<file path="config.mk">
export PLATFORM = sky130hd
export DESIGN_NAME = axi_banked_mem
export DESIGN_NICKNAME = d
export VERILOG_FILES = /design/src/hdl/axi_banked_mem_pkg.sv /design/src/hdl/bank_port_if.sv /design/src/hdl/axi_banked_mem.sv /design/src/hdl/bank_ctrl.sv /design/src/hdl/axil_read_port.sv /design/src/hdl/axil_write_port.sv
export VERILOG_INCLUDE_DIRS = /design/src /design/src/hdl
export SDC_FILE = /design/constraint.sdc
export NUM_CORES = 1
export LEC_CHECK = 0
export BUFFER_PORTS_ARGS = -buffer_cell sky130_fd_sc_hd__buf_2
export CAP_MARGIN = 5
export CELL_PAD_IN_SITES_DETAIL_PLACEMENT = 0
export CELL_PAD_IN_SITES_GLOBAL_PLACEMENT = 2
export CORE_AREA = 2 2 179 181
export CTS_BUF_LIST = sky130_fd_sc_hd__clkbuf_2 sky130_fd_sc_hd__clkbuf_4 sky130_fd_sc_hd__clkbuf_8
export DETAILED_ROUTE_END_ITERATION = 10
export DIE_AREA = 0 0 181 183
export PLACE_DENSITY = 0.77
export SYNTH_ARGS = -nofsm -noshare
export SYNTH_HDL_FRONTEND = slang
export SYNTH_HIERARCHICAL = 1
export SYNTH_SLANG_ARGS = --single-unit
export TNS_END_PERCENT = 1
</file>
<file path="constraint.sdc">
create_clock -name clk_i -period 6.6 [get_ports clk_i]
set_input_delay 1.65 -clock clk_i [delete_from_list [all_inputs] [get_ports clk_i]]
set_output_delay 1.65 -clock clk_i [all_outputs]
set_load 0.01 [all_outputs]
</file>
<file path="src/hdl/axi_banked_mem_params.svh">
/*
 * Banked AXI4-Lite memory slave
 * Shared width, bank count and latency constants
 */
`ifndef AXI_BANKED_MEM_PARAMS_SVH
`define AXI_BANKED_MEM_PARAMS_SVH

// Bus side
`define AXI_ADDR_W  32
`define DATA_W      32
`define STRB_W      (`DATA_W / 8)

// Bank geometry, bank count must be a power of two
`define NUM_BANKS   4
`define BANK_SEL_W  2
`define BYTE_OFS_W  2
`define MEM_ADDR_W  8

// Memory read latency and read response buffer size
`define MEM_LATENCY 1
`define RSP_DEPTH   2

`endif
</file>
<file path="src/hdl/axi_banked_mem_pkg.sv">
/*
 * Banked AXI4-Lite memory slave
 * Common vector types and write port state encoding
 */
`default_nettype none

`include "axi_banked_mem_params.svh"

package axi_banked_mem_pkg;

  // Byte address as seen on AW/AR
  typedef logic [`AXI_ADDR_W-1:0] addr_t;

  // One bus word equals one bank word
  typedef logic [`DATA_W-1:0]     data_t;
  typedef logic [`STRB_W-1:0]     strb_t;

  // Bank index taken from the low word address bits
  typedef logic [`BANK_SEL_W-1:0] bank_sel_t;

  // Word address inside one bank
  typedef logic [`MEM_ADDR_W-1:0] word_addr_t;

  // One bit per bank
  typedef logic [`NUM_BANKS-1:0]  bank_vec_t;

  // Write port FSM
  typedef enum logic [1:0] {
    WR_IDLE = 2'd0,
    WR_MEM  = 2'd1,
    WR_RESP = 2'd2
  } wr_state_e;

endpackage

`default_nettype wire

</file>
<file path="src/hdl/bank_port_if.sv">
/*
 * Request/grant link between one AXI port module and the bank controller
 */
`timescale 1ns/10ps
`default_nettype none

interface bank_port_if;

  // Request towards the banks, held until gnt
  logic                           req;
  logic                           gnt;
  axi_banked_mem_pkg::bank_sel_t  bank;
  axi_banked_mem_pkg::word_addr_t addr;

  // Write payload, write link only
  axi_banked_mem_pkg::data_t      wdata;
  axi_banked_mem_pkg::strb_t      strb;

  // Read return, read link only
  logic                           rvalid;
  axi_banked_mem_pkg::data_t      rdata;

  modport wr_mp (output req, bank, addr, wdata, strb, input gnt);

  modport rd_mp (output req, bank, addr, input gnt, rvalid, rdata);

  // Controller views
  modport ctrl_wr (input req, bank, addr, wdata, strb, output gnt);

  modport ctrl_rd (input req, bank, addr, output gnt, rvalid, rdata);

endinterface

`default_nettype wire

</file>
<file path="src/hdl/axi_banked_mem.sv">
/*
 * Banked AXI4-Lite memory slave, top level
 * Independent read and write ports sharing four word-addressed SRAM banks
 */
`timescale 1ns/10ps
`default_nettype none

`include "axi_banked_mem_params.svh"

module axi_banked_mem (
  input  logic                                             clk_i,
  input  logic                                             rst_n_i,
  // AW / W / B
  input  logic                                             awvalid_i,
  output logic                                             awready_o,
  input  axi_banked_mem_pkg::addr_t                        awaddr_i,
  input  logic                                             wvalid_i,
  output logic                                             wready_o,
  input  axi_banked_mem_pkg::data_t                        wdata_i,
  input  axi_banked_mem_pkg::strb_t                        wstrb_i,
  output logic                                             bvalid_o,
  input  logic                                             bready_i,
  // AR / R
  input  logic                                             arvalid_i,
  output logic                                             arready_o,
  input  axi_banked_mem_pkg::addr_t                        araddr_i,
  output logic                                             rvalid_o,
  input  logic                                             rready_i,
  output axi_banked_mem_pkg::data_t                        rdata_o,
  // Banks
  output axi_banked_mem_pkg::bank_vec_t                    mem_req_o,
  input  axi_banked_mem_pkg::bank_vec_t                    mem_gnt_i,
  output axi_banked_mem_pkg::bank_vec_t                    mem_we_o,
  output axi_banked_mem_pkg::word_addr_t [`NUM_BANKS-1:0]  mem_addr_o,
  output axi_banked_mem_pkg::data_t      [`NUM_BANKS-1:0]  mem_wdata_o,
  output axi_banked_mem_pkg::strb_t      [`NUM_BANKS-1:0]  mem_be_o,
  input  axi_banked_mem_pkg::data_t      [`NUM_BANKS-1:0]  mem_rdata_i,
  output logic                                             busy_o
);

  logic wr_busy;
  logic rd_busy;

  bank_port_if wr_bus ();
  bank_port_if rd_bus ();

  axil_write_port u_write_port (
    .clk_i     (clk_i),
    .rst_n_i   (rst_n_i),
    .awvalid_i (awvalid_i),
    .awready_o (awready_o),
    .awaddr_i  (awaddr_i),
    .wvalid_i  (wvalid_i),
    .wready_o  (wready_o),
    .wdata_i   (wdata_i),
    .wstrb_i   (wstrb_i),
    .bvalid_o  (bvalid_o),
    .bready_i  (bready_i),
    .bus       (wr_bus.wr_mp),
    .busy_o    (wr_busy)
  );

  axil_read_port u_read_port (
    .clk_i     (clk_i),
    .rst_n_i   (rst_n_i),
    .arvalid_i (arvalid_i),
    .arready_o (arready_o),
    .araddr_i  (araddr_i),
    .rvalid_o  (rvalid_o),
    .rready_i  (rready_i),
    .rdata_o   (rdata_o),
    .bus       (rd_bus.rd_mp),
    .busy_o    (rd_busy)
  );

  bank_ctrl u_bank_ctrl (
    .clk_i       (clk_i),
    .rst_n_i     (rst_n_i),
    .wr          (wr_bus.ctrl_wr),
    .rd          (rd_bus.ctrl_rd),
    .mem_req_o   (mem_req_o),
    .mem_gnt_i   (mem_gnt_i),
    .mem_we_o    (mem_we_o),
    .mem_addr_o  (mem_addr_o),
    .mem_wdata_o (mem_wdata_o),
    .mem_be_o    (mem_be_o),
    .mem_rdata_i (mem_rdata_i)
  );

  // Either port active
  assign busy_o = wr_busy | rd_busy;

endmodule

`default_nettype wire

</file>
<file path="src/hdl/bank_ctrl.sv">
/*
 * Bank controller
 * Per-bank read/write arbitration with lock-in, memory drive, read data return
 */
`timescale 1ns/10ps
`default_nettype none

`include "axi_banked_mem_params.svh"

module bank_ctrl (
  input  logic                                             clk_i,
  input  logic                                             rst_n_i,
  bank_port_if.ctrl_wr                                     wr,
  bank_port_if.ctrl_rd                                     rd,
  output axi_banked_mem_pkg::bank_vec_t                    mem_req_o,
  input  axi_banked_mem_pkg::bank_vec_t                    mem_gnt_i,
  output axi_banked_mem_pkg::bank_vec_t                    mem_we_o,
  output axi_banked_mem_pkg::word_addr_t [`NUM_BANKS-1:0]  mem_addr_o,
  output axi_banked_mem_pkg::data_t      [`NUM_BANKS-1:0]  mem_wdata_o,
  output axi_banked_mem_pkg::strb_t      [`NUM_BANKS-1:0]  mem_be_o,
  input  axi_banked_mem_pkg::data_t      [`NUM_BANKS-1:0]  mem_rdata_i
);

  axi_banked_mem_pkg::bank_vec_t wr_gnt;
  axi_banked_mem_pkg::bank_vec_t rd_gnt;
  logic [`MEM_LATENCY-1:0]       sr_valid_q;
  axi_banked_mem_pkg::bank_sel_t sr_bank_q [`MEM_LATENCY];

  for (genvar b = 0; b < `NUM_BANKS; b++) begin : gen_bank
    logic wr_hit;
    logic rd_hit;
    logic sel_wr;
    logic prio_wr_q;
    logic lock_q;
    logic lock_wr_q;

    assign wr_hit = wr.req & (wr.bank == axi_banked_mem_pkg::bank_sel_t'(b));
    assign rd_hit = rd.req & (rd.bank == axi_banked_mem_pkg::bank_sel_t'(b));

    // Locked choice first, else round robin on conflict
    assign sel_wr = lock_q ? lock_wr_q : ((wr_hit & rd_hit) ? prio_wr_q : wr_hit);

    assign mem_req_o[b]   = wr_hit | rd_hit;
    assign mem_we_o[b]    = sel_wr & wr_hit;
    assign mem_addr_o[b]  = sel_wr ? wr.addr : rd.addr;
    // Data and enables only matter on writes
    assign mem_wdata_o[b] = wr.wdata;
    assign mem_be_o[b]    = wr.strb;

    assign wr_gnt[b] = mem_gnt_i[b] & wr_hit & sel_wr;
    assign rd_gnt[b] = mem_gnt_i[b] & rd_hit & ~sel_wr;

    always_ff @(posedge clk_i or negedge rst_n_i) begin
      if (!rst_n_i) begin
        prio_wr_q <= 1'b0;
        lock_q    <= 1'b0;
        lock_wr_q <= 1'b0;
      end else begin
        // Favour the other port next time
        if (mem_req_o[b] & mem_gnt_i[b]) begin
          prio_wr_q <= ~sel_wr;
        end
        // Shown but not granted, keep it
        lock_q    <= mem_req_o[b] & ~mem_gnt_i[b];
        lock_wr_q <= sel_wr;
      end
    end
  end

  // Each port targets one bank at a time
  assign wr.gnt = |wr_gnt;
  assign rd.gnt = |rd_gnt;

  // Read access tracking, MEM_LATENCY stages
  always_ff @(posedge clk_i or negedge rst_n_i) begin
    if (!rst_n_i) begin
      sr_valid_q <= '0;
    end else begin
      sr_valid_q[0] <= rd.gnt;
      for (int i = 1; i < `MEM_LATENCY; i++) begin
        sr_valid_q[i] <= sr_valid_q[i-1];
      end
    end
  end

  always_ff @(posedge clk_i) begin
    sr_bank_q[0] <= rd.bank;
    for (int i = 1; i < `MEM_LATENCY; i++) begin
      sr_bank_q[i] <= sr_bank_q[i-1];
    end
  end

  // Pick the answering bank
  assign rd.rvalid = sr_valid_q[`MEM_LATENCY-1];
  assign rd.rdata  = mem_rdata_i[sr_bank_q[`MEM_LATENCY-1]];

endmodule

`default_nettype wire

</file>
<file path="src/hdl/axil_read_port.sv">
/*
 * AXI4-Lite read port
 * Issues bank reads under credit control and buffers R data in order
 */
`timescale 1ns/10ps
`default_nettype none

`include "axi_banked_mem_params.svh"

module axil_read_port (
  input  logic                      clk_i,
  input  logic                      rst_n_i,
  input  logic                      arvalid_i,
  output logic                      arready_o,
  input  axi_banked_mem_pkg::addr_t araddr_i,
  output logic                      rvalid_o,
  input  logic                      rready_i,
  output axi_banked_mem_pkg::data_t rdata_o,
  bank_port_if.rd_mp                bus,
  output logic                      busy_o
);

  localparam int unsigned CNT_W = $clog2(`RSP_DEPTH + 1);
  localparam int unsigned PTR_W = $clog2(`RSP_DEPTH);

  logic                           req_q;
  axi_banked_mem_pkg::bank_sel_t  bank_q;
  axi_banked_mem_pkg::word_addr_t addr_q;
  logic                           ar_accept;
  logic                           r_pop;
  logic [CNT_W-1:0]               credit_q;
  logic [CNT_W-1:0]               fill_q;
  logic [PTR_W-1:0]               wr_ptr_q;
  logic [PTR_W-1:0]               rd_ptr_q;
  axi_banked_mem_pkg::data_t      buf_q [`RSP_DEPTH];

  // One open request at a time, and never more reads than buffer slots
  assign arready_o = ~req_q & (credit_q < CNT_W'(`RSP_DEPTH));
  assign ar_accept = arvalid_i & arready_o;
  assign r_pop     = rvalid_o & rready_i;

  always_ff @(posedge clk_i or negedge rst_n_i) begin
    if (!rst_n_i) begin
      req_q    <= 1'b0;
      credit_q <= '0;
      fill_q   <= '0;
      wr_ptr_q <= '0;
      rd_ptr_q <= '0;
    end else begin
      if (ar_accept) begin
        req_q <= 1'b1;
      end else if (bus.gnt) begin
        req_q <= 1'b0;
      end
      // Credit spans acceptance up to the R handshake
      case ({ar_accept, r_pop})
        2'b10:   credit_q <= credit_q + 1'b1;
        2'b01:   credit_q <= credit_q - 1'b1;
        default: credit_q <= credit_q;
      endcase
      case ({bus.rvalid, r_pop})
        2'b10:   fill_q <= fill_q + 1'b1;
        2'b01:   fill_q <= fill_q - 1'b1;
        default: fill_q <= fill_q;
      endcase
      if (bus.rvalid) begin
        wr_ptr_q <= (wr_ptr_q == PTR_W'(`RSP_DEPTH - 1)) ? '0 : wr_ptr_q + 1'b1;
      end
      if (r_pop) begin
        rd_ptr_q <= (rd_ptr_q == PTR_W'(`RSP_DEPTH - 1)) ? '0 : rd_ptr_q + 1'b1;
      end
    end
  end

  // Address slice, bits above the bank word range are dropped
  always_ff @(posedge clk_i) begin
    if (ar_accept) begin
      bank_q <= araddr_i[`BYTE_OFS_W +: `BANK_SEL_W];
      addr_q <= araddr_i[(`BYTE_OFS_W + `BANK_SEL_W) +: `MEM_ADDR_W];
    end
  end

  // Space is guaranteed by the credit check
  always_ff @(posedge clk_i) begin
    if (bus.rvalid) begin
      buf_q[wr_ptr_q] <= bus.rdata;
    end
  end

  assign bus.req  = req_q;
  assign bus.bank = bank_q;
  assign bus.addr = addr_q;

  assign rvalid_o = (fill_q != '0);
  assign rdata_o  = buf_q[rd_ptr_q];

  // Covers the open request, reads in flight and buffered data
  assign busy_o = (credit_q != '0);

endmodule

`default_nettype wire

</file>
<file path="src/hdl/axil_write_port.sv">
/*
 * AXI4-Lite write port
 * Takes AW and W together, performs one bank write, then returns B
 */
`timescale 1ns/10ps
`default_nettype none

`include "axi_banked_mem_params.svh"

module axil_write_port (
  input  logic                      clk_i,
  input  logic                      rst_n_i,
  input  logic                      awvalid_i,
  output logic                      awready_o,
  input  axi_banked_mem_pkg::addr_t awaddr_i,
  input  logic                      wvalid_i,
  output logic                      wready_o,
  input  axi_banked_mem_pkg::data_t wdata_i,
  input  axi_banked_mem_pkg::strb_t wstrb_i,
  output logic                      bvalid_o,
  input  logic                      bready_i,
  bank_port_if.wr_mp                bus,
  output logic                      busy_o
);

  axi_banked_mem_pkg::wr_state_e  state_q;
  axi_banked_mem_pkg::wr_state_e  state_d;
  logic                           accept;
  axi_banked_mem_pkg::bank_sel_t  bank_q;
  axi_banked_mem_pkg::word_addr_t addr_q;
  axi_banked_mem_pkg::data_t      wdata_q;
  axi_banked_mem_pkg::strb_t      strb_q;

  // AW and W only go through together, and only when idle
  assign accept    = (state_q == axi_banked_mem_pkg::WR_IDLE) & awvalid_i & wvalid_i;
  assign awready_o = accept;
  assign wready_o  = accept;

  always_comb begin
    state_d = state_q;
    case (state_q)
      axi_banked_mem_pkg::WR_IDLE: begin
        if (accept) begin
          state_d = axi_banked_mem_pkg::WR_MEM;
        end
      end
      // Wait here for the bank grant
      axi_banked_mem_pkg::WR_MEM: begin
        if (bus.gnt) begin
          state_d = axi_banked_mem_pkg::WR_RESP;
        end
      end
      // B held until the master takes it
      axi_banked_mem_pkg::WR_RESP: begin
        if (bready_i) begin
          state_d = axi_banked_mem_pkg::WR_IDLE;
        end
      end
      default: state_d = axi_banked_mem_pkg::WR_IDLE;
    endcase
  end

  always_ff @(posedge clk_i or negedge rst_n_i) begin
    if (!rst_n_i) begin
      state_q <= axi_banked_mem_pkg::WR_IDLE;
    end else begin
      state_q <= state_d;
    end
  end

  // Cut bank index and word address out of the byte address
  always_ff @(posedge clk_i) begin
    if (accept) begin
      bank_q  <= awaddr_i[`BYTE_OFS_W +: `BANK_SEL_W];
      addr_q  <= awaddr_i[(`BYTE_OFS_W + `BANK_SEL_W) +: `MEM_ADDR_W];
      wdata_q <= wdata_i;
      strb_q  <= wstrb_i;
    end
  end

  assign bus.req   = (state_q == axi_banked_mem_pkg::WR_MEM);
  assign bus.bank  = bank_q;
  assign bus.addr  = addr_q;
  assign bus.wdata = wdata_q;
  assign bus.strb  = strb_q;

  assign bvalid_o = (state_q == axi_banked_mem_pkg::WR_RESP);
  assign busy_o   = (state_q != axi_banked_mem_pkg::WR_IDLE);

endmodule

`default_nettype wire

</file>
==> results of run 1 <==
-- critical path: stages (launching register included) --
cell,delay (ps)
dfrtp_1,410
nor2b_2,320
or3b_4,450
o31ai_2,840
mux2_2,420
buf_2,150
-- per-layer routing --
metal / vias to the layer above / share of wire [%] / wire length [um] / track usage, %
li1: 2273 / - / - / -
met1: 2347 / 41 / 8110 / 13.8
met2: 189 / 51 / 10200 / 19.3
met3: 19 / 6.6 / 1310 / 3.93
met4: 6 / 1.4 / 279 / 3.97
met5: - / 0.17 / 34 / 0
-- registers in the layout (all words and copies together) (netlist names) --
register / count
u_bank_ctrl/rd.rvalid: 1
u_read_port/fill_q: 2
u_write_port/bus.strb: 4
u_read_port/bus.bank: 2
u_write_port/bus.addr: 8
u_read_port/rd_ptr_q: 1
u_bank_ctrl/gen_bank.lock_wr_q: 4
u_read_port/buf_q: 64
u_bank_ctrl/gen_bank.prio_wr_q: 4
u_write_port/bus.bank: 2
u_write_port/bus.wdata: 32
u_read_port/bus.req: 1
u_bank_ctrl/gen_bank.lock_q: 4
u_write_port/state_q: 2
u_bank_ctrl/sr_bank_q: 2
u_read_port/wr_ptr_q: 1
u_read_port/credit_q: 2
u_read_port/bus.addr: 8
-- logic make-up after synthesis --
kind of cell,after synthesis
buffers and inverters,175
muxes,100
DFF,144
xor gates and xnor gates,8
and+or+nand+nor,55
AOI/OAI and AO/OA,21
adders and majority gates,2
-- power by group --
group | total (mW) | switching [mW] | internal [mW]
clock network | 0.810 | 0.355 | 0.455
logic | 1.07 | 0.514 | 0.554
registers | 1.39 | 0.179 | 1.21
-- path summary, 6_finish.rpt --
check / startpoint / endpoint / slack [ps]
worst max register to register: u_write_port/state_q[1] / u_write_port/state_q[0] / 4140
worst min-delay path: u_read_port/fill_q[1] / u_read_port/fill_q[1] / 480
max in group asynchronous: rst_n_i / u_read_port/rd_ptr_q / 5030
min in group asynchronous: rst_n_i / u_read_port/credit_q[1] / 1170
worst min register to register: u_read_port/fill_q[1] / u_read_port/fill_q[1] / 480
worst max-delay path: u_write_port/state_q[1] / mem_addr_o[4] / 1920
-- Yosys cell counts (all sizes together) --
cell type	count	area [um2]
nor3b	2	15.0
ha	2	25.0
o311ai	1	8.76
or2	4	27.5
nor2b	6	40.0
a22o	1	8.76
mux2i	4	40.0
nand2b	5	31.3
or3b	1	11.3
buf	157	1210
inv	15	56.3
nor4b	1	8.76
dfrtp	22	551
clkbuf	3	11.3
and4bb	2	25.0
nor2	5	18.8
dfxtp	2	40.0
xnor2	4	35.0
xor2	4	35.0
a2111oi	3	26.3
a21boi	1	7.51
and3	2	13.8
nand3	2	10.0
mux2	64	830
a21oi	1	5.00
nand2	7	26.3
a2111o	1	11.3
mux4	32	721
o2bb2ai	1	8.76
o31ai	4	40.0
and3b	4	37.5
and4b	1	10.0
or2b	1	7.51
o21ai	5	25.0
and2	9	60.1
edfxtp	120	3600
o2111ai	3	26.3
nand4	1	6.26
nand3b	2	15.0
-- stage by stage --
stage / power [mW] / cell area (um2) / hold slack, ps / instances / util (%)
6_report: 3.27 / 9560 / 476 / 1198 / 30.6
5_1_grt: 3.45 / 9560 / 508 / 1198 / 30.6
4_1_cts: 3.33 / 9560 / 476 / 1197 / 30.6
3_5_place_dp: 2.50 / 9100 / 463 / 1166 / 29.2
3_3_place_gp: 2.49 / 9100 / 458 / 1166 / 29.2
2_1_floorplan: 2.19 / 7690 / 443 / 505 / -
-- cell type report --
type                            count  area share [%]
Antenna cell                        1          0.0262
Inverter                           15           0.589
Clock buffer                       18            2.53
Timing Repair Buffer              419            22.0
Clock inverter                     13            2.20
Multi-Input combinational cell    186            23.5
Tap cell                          402            5.26
Sequential cell                   144            43.9
==> results.cfg, run 1 <==
[status]
outcome = complete, no violations

[clock_network]
clkTransAtPathRegs_ps = 80
clock_path_buffers = 2
tritoncts = built
clk_latency_ps = 450
post_cts_resized = 0
cts_setup_buffers = 0
cts_root_buffer = clkbuf_8
cts_num_sinks = 144
hold_buffers = 0
cts_max_level = 4
cts_buffers = 17

[finish]
layout-drive-gt1-share_pct = 71.2
final_common_cell = buf_2
multi_input_area_um2 = 2240
nNetsFinal = 1024
seqCellArea_um2 = 4200
fillers = 3201
areaGrowthSynthToFinish_pct = 24.3
mostFrequentLayoutCells = 416 x buf_2, 120 x edfxtp_1, 35 x mux2_2

[placement]
dp_slack_ps = 2350
gp_congestion = 0.742
dpl.hpwl_um = 15300
port_buffers = 416

[timing]
fin_crit_ps = 4680
fin_ws_ps = 1920
setup_viol = 0
drv_slew = 0
min_period_over_period_pct = 70.9
fin_setup_tns_ps = 0
worstMarginPinSlew_ps = 1190
rsz0062_at_grt = no
maxSlewHeadroom_pct = 20.4
hold_viol_final = 0
skew_ps = 15.0
fmax_ghz = 0.214

[pwr]
p_per_area_nw_per_um2 = 342
p_leak_nw = 4.23
ir_drop_uv = 147

[detailed_routing]
vias = 4834
drt.antenna.violating_nets = 0
wl_per_cell_um = 16.6
drc = 0
vias_per_cell = 4.04
drt_iter0_markers = 294
first_pass_iters = 4
wirelength_um = 19900

[floorplan]
num_rows = 65
core_area_um2 = 31200
die_x_um = 181
ios = 461
die_y_um = 183
start_util_pct = 24.6
die_area_um2 = 33100

[yosys]
synth_mux_area_share_pct = 20.7
synth_seq_cells = 144
yosysUniqueCellTypes = 52
yosysWarnings = 6
seq_area_frac_synth_pct = 54.5
syn_nets = 746
synthCells = 505
synth_simple_gate_area_share_pct = 4.74
avgSynthCellArea_um2 = 15.2
netlist_area_um2 = 7690
synth_fa_ha_area_share_pct = 0.325
synth_xor_area_share_pct = 0.911
synth_compound_area_share_pct = 2.18
synth_top_family_by_area = multiplexers

[setup_path]
end_kind = output pin
cp.arrival_ps = 3030
worst_setup_path_start_kind = register
critPathRequiredTime_ps = 4950
worst-setup-path-type = reg -> out
worstRegToRegCells = 6
crit_fanout = 11

[global_route]
grt_overflow = 0
grt_max_degree = 40
antenna_found_initial = 4
grt_pass1_wl_um = 28500
grtUsageTotal_pct = 11.5
grt_pass1_vias = 4810

[job]
drv_cap = 0

[min_path]
min_path_type = reg -> reg
hold-path-cell-count = 1
Power figures use the tool's default switching activity.
==> run 2, diff against run 1 <==
--- a/config.mk
+++ b/config.mk
@@ -6,15 +6,16 @@
 export SDC_FILE = /design/constraint.sdc
 export NUM_CORES = 1
 export LEC_CHECK = 0
+export ABC_AREA = 1
 export BUFFER_PORTS_ARGS = -buffer_cell sky130_fd_sc_hd__buf_2
 export CAP_MARGIN = 5
 export CELL_PAD_IN_SITES_DETAIL_PLACEMENT = 0
 export CELL_PAD_IN_SITES_GLOBAL_PLACEMENT = 2
-export CORE_AREA = 2 2 179 181
+export CORE_MARGIN = 1
+export CORE_UTILIZATION = 22
 export CTS_BUF_LIST = sky130_fd_sc_hd__clkbuf_2 sky130_fd_sc_hd__clkbuf_4 sky130_fd_sc_hd__clkbuf_8
 export DETAILED_ROUTE_END_ITERATION = 10
-export DIE_AREA = 0 0 181 183
-export PLACE_DENSITY = 0.77
+export PLACE_DENSITY = 0.79
 export SYNTH_ARGS = -nofsm -noshare
 export SYNTH_HDL_FRONTEND = slang
 export SYNTH_HIERARCHICAL = 1
==> constraint.sdc (replaced) <==
create_clock -name clk_i -period 4.3 [get_ports clk_i]
set_input_delay 1.075 -clock clk_i [delete_from_list [all_inputs] [get_ports clk_i]]
set_output_delay 1.075 -clock clk_i [all_outputs]
set_load 0.01 [all_outputs]
==> run 2 against run 1 <==
Flip-flop and latch count is the same. Critical path type unchanged. Sequential power up 43%. Setup slack worse by 1000 ps. Design area grew 0.31%. Clock power is 36% higher. Die area is 9.0% higher. Worst hold slack improved by 7.5 ps. Global-route usage is 0.75 points higher. Cell count is 28% higher.
==> results.cfg, run 2 <==
[yosys]
synth_seq_cells = 144
yosysMostFrequentCell = nand2_1
ys_top_cells_by_area = edfxtp_1 46%, buf_4 14%, nand2_1 7.8%, dfrtp_1 7.1%, o21ai_0 4.2%
yosysWarnings = 6
netlist_area_um2 = 7780
async_flop_share_pct = 15.3
syn_nets = 1040
synth_ff_type = edfxtp_1
seq_area_frac_synth_pct = 53.9
yosys.area.top_type = edfxtp_1
synthCells = 799
yosysUniqueCellTypes = 30
synth_edf_count = 120
avgSynthCellArea_um2 = 9.74
synthTopCellsByCount = 162 x nand2_1, 147 x buf_4, 120 x edfxtp_1, 82 x nor2_1, 66 x o21ai_0
synth_top_area_share_pct = 46.3

[floorplan]
ios = 461
die_area_um2 = 36100
die_y_um = 190
num_rows = 68
die_x_um = 190
core_area_um2 = 34600
start_util_pct = 22.5

[detailed_routing]
vias_per_cell = 4.01
drt.antenna.violating_nets = 0
drt_iter0_markers = 322
vias = 6148
drc = 0
wl_per_cell_um = 14.8
first_pass_iters = 4
wirelength_um = 22800

[global_route]
grtUsageTotal_pct = 12.2
grt_pass1_vias = 5637
grt_max_degree = 66
grt_overflow = 0
antenna_found_initial = 3
grt_pass1_wl_um = 32900

[clock_network]
clk_latency_ps = 460
cts_num_sinks = 144
clock_path_buffers = 2
cts_buffers = 17
hold_buffers = 0
cts_root_buffer = clkbuf_8
post_cts_resized = 0
clkTransAtPathRegs_ps = 90
tritoncts = built
cts_max_level = 4
cts_setup_buffers = 0

[setup_path]
worst-setup-path-type = reg -> out
cp.arrival_ps = 2320
end_kind = output pin
cpMaxStageDelayCell = dfrtp_1
critPathRequiredTime_ps = 3220
crit_path_frequent_cell = nor2_1
worst_setup_path_start_kind = register
crit_fanout = 19
max_stage_delay_ps = 430
crit_chain = inv_1 -> nor2_1 -> nand3_2 -> nor2_1 -> nand2_2 -> nand2_4 -> nand2_1 -> o21ai_2 -> buf_2

[finish]
areaGrowthSynthToFinish_pct = 23.3
largest_reg_flops = 64
finalInstanceArea_um2 = 9590
layout-drive-gt1-share_pct = 47.0
finish.utilization_pct = 27.7
fin_cells = 1534
mostFrequentLayoutCells = 416 x buf_2, 162 x nand2_1, 120 x edfxtp_1
final_common_cell = buf_2
nNetsFinal = 1305
top_register = u_read_port/buf_q

[pwr]
ir_drop_uv = 257
p_per_area_nw_per_um2 = 515
power.total_mw = 4.94
p_leak_nw = 4.42

[placement]
placed_area_um2 = 9190
gp_congestion = 0.766
dpl.hpwl_um = 17000
port_buffers = 416
placed_cells = 1500

[timing]
hold_viol_final = 0
rsz0062_at_grt = no
maxSlewHeadroom_pct = 31.0
min_period_over_period_pct = 78.9
fin_setup_tns_ps = 0
fmax_ghz = 0.295
skew_ps = 11.9
fin_crit_ps = 3390
setup_viol = 0
drv_slew = 0
worstMarginPinSlew_ps = 1040

[job]
drv_cap = 0

[min_path]
min_path_type = reg -> reg

[status]
outcome = complete, no violations
run 2: cell types whose count changed after synthesis, sizes merged, moves of 6 or more:
cell,change
nand2,+172
o21ai,+94
nor2,+79
mux2,-64
inv,+32
mux4,-32
o22ai,+32
nand3,+14
clkbuf,+11
a21oi,+9
and2,-9
nor2b,-6
run 2: worst paths after layout:
path,start,endpoint,slack [ps],cells past startpoint
worst min-delay path,u_read_port/fill_q[1],u_read_port/fill_q[1],480,2
worst max-delay path,u_write_port/state_q[0],mem_addr_o[21],910,9
max in group asynchronous,rst_n_i,u_read_port/rd_ptr_q,3360,1
worst max register to register,u_bank_ctrl/sr_bank_q[0][0],u_read_port/buf_q[0][0],2020,4
min in group asynchronous,rst_n_i,u_read_port/credit_q[1],580,1
worst min register to register,u_read_port/fill_q[1],u_read_port/fill_q[1],480,2
run 2: per-layer routing:
metal,wire [um],GRT usage (%),up-vias,share of wire [%]
met5,9,0,-,0.040
met4,416,4.78,2,1.8
met3,1120,2.75,20,4.9
met2,11400,20.1,173,50
met1,9770,15.5,2893,43
li1,-,-,3060,-
run 2: layout make-up:
cell class	count	area, um2
clock buffer	18	241
tap	455	569
fill	3712	25000
antenna	2	5.00
clock inverter	14	156
timing repair buffer	421	2120
multi-input combinational	433	2120
sequential	144	4200
inverter	47	184
run 2: cells by family after synthesis:
group                    count (synthesis)  synth area share, %
buffers and inverters                  222                 18.9
flip-flops                             144                 53.9
AO/OA/AOI/OAI                          143                 11.2
XOR/XNOR                                 3                0.338
AND/OR/NAND/NOR                        285                 15.3
adder cells (fa/ha/maj)                  2                0.322
run 2: report_power, final:
part,internal [mW],switching [mW]
clock,0.532,0.565
combinational,0.640,1.21
sequential,1.85,0.140
total,3.02,1.91
run 2: worst max-delay path: cells and delay by family, from the launching register on:
family / cells / cell delay (ps)
compound gates: 1 / 80
flops: 1 / 430
simple gates: 6 / 1110
buf+inv: 2 / 220
run 2: per-stage QoR:
step	hold WS (ps)	setup WS, ps
floorplan	442	766
global placement	455	1410
detailed placement	461	1390
CTS	485	817
global route	513	610
finish	483	909
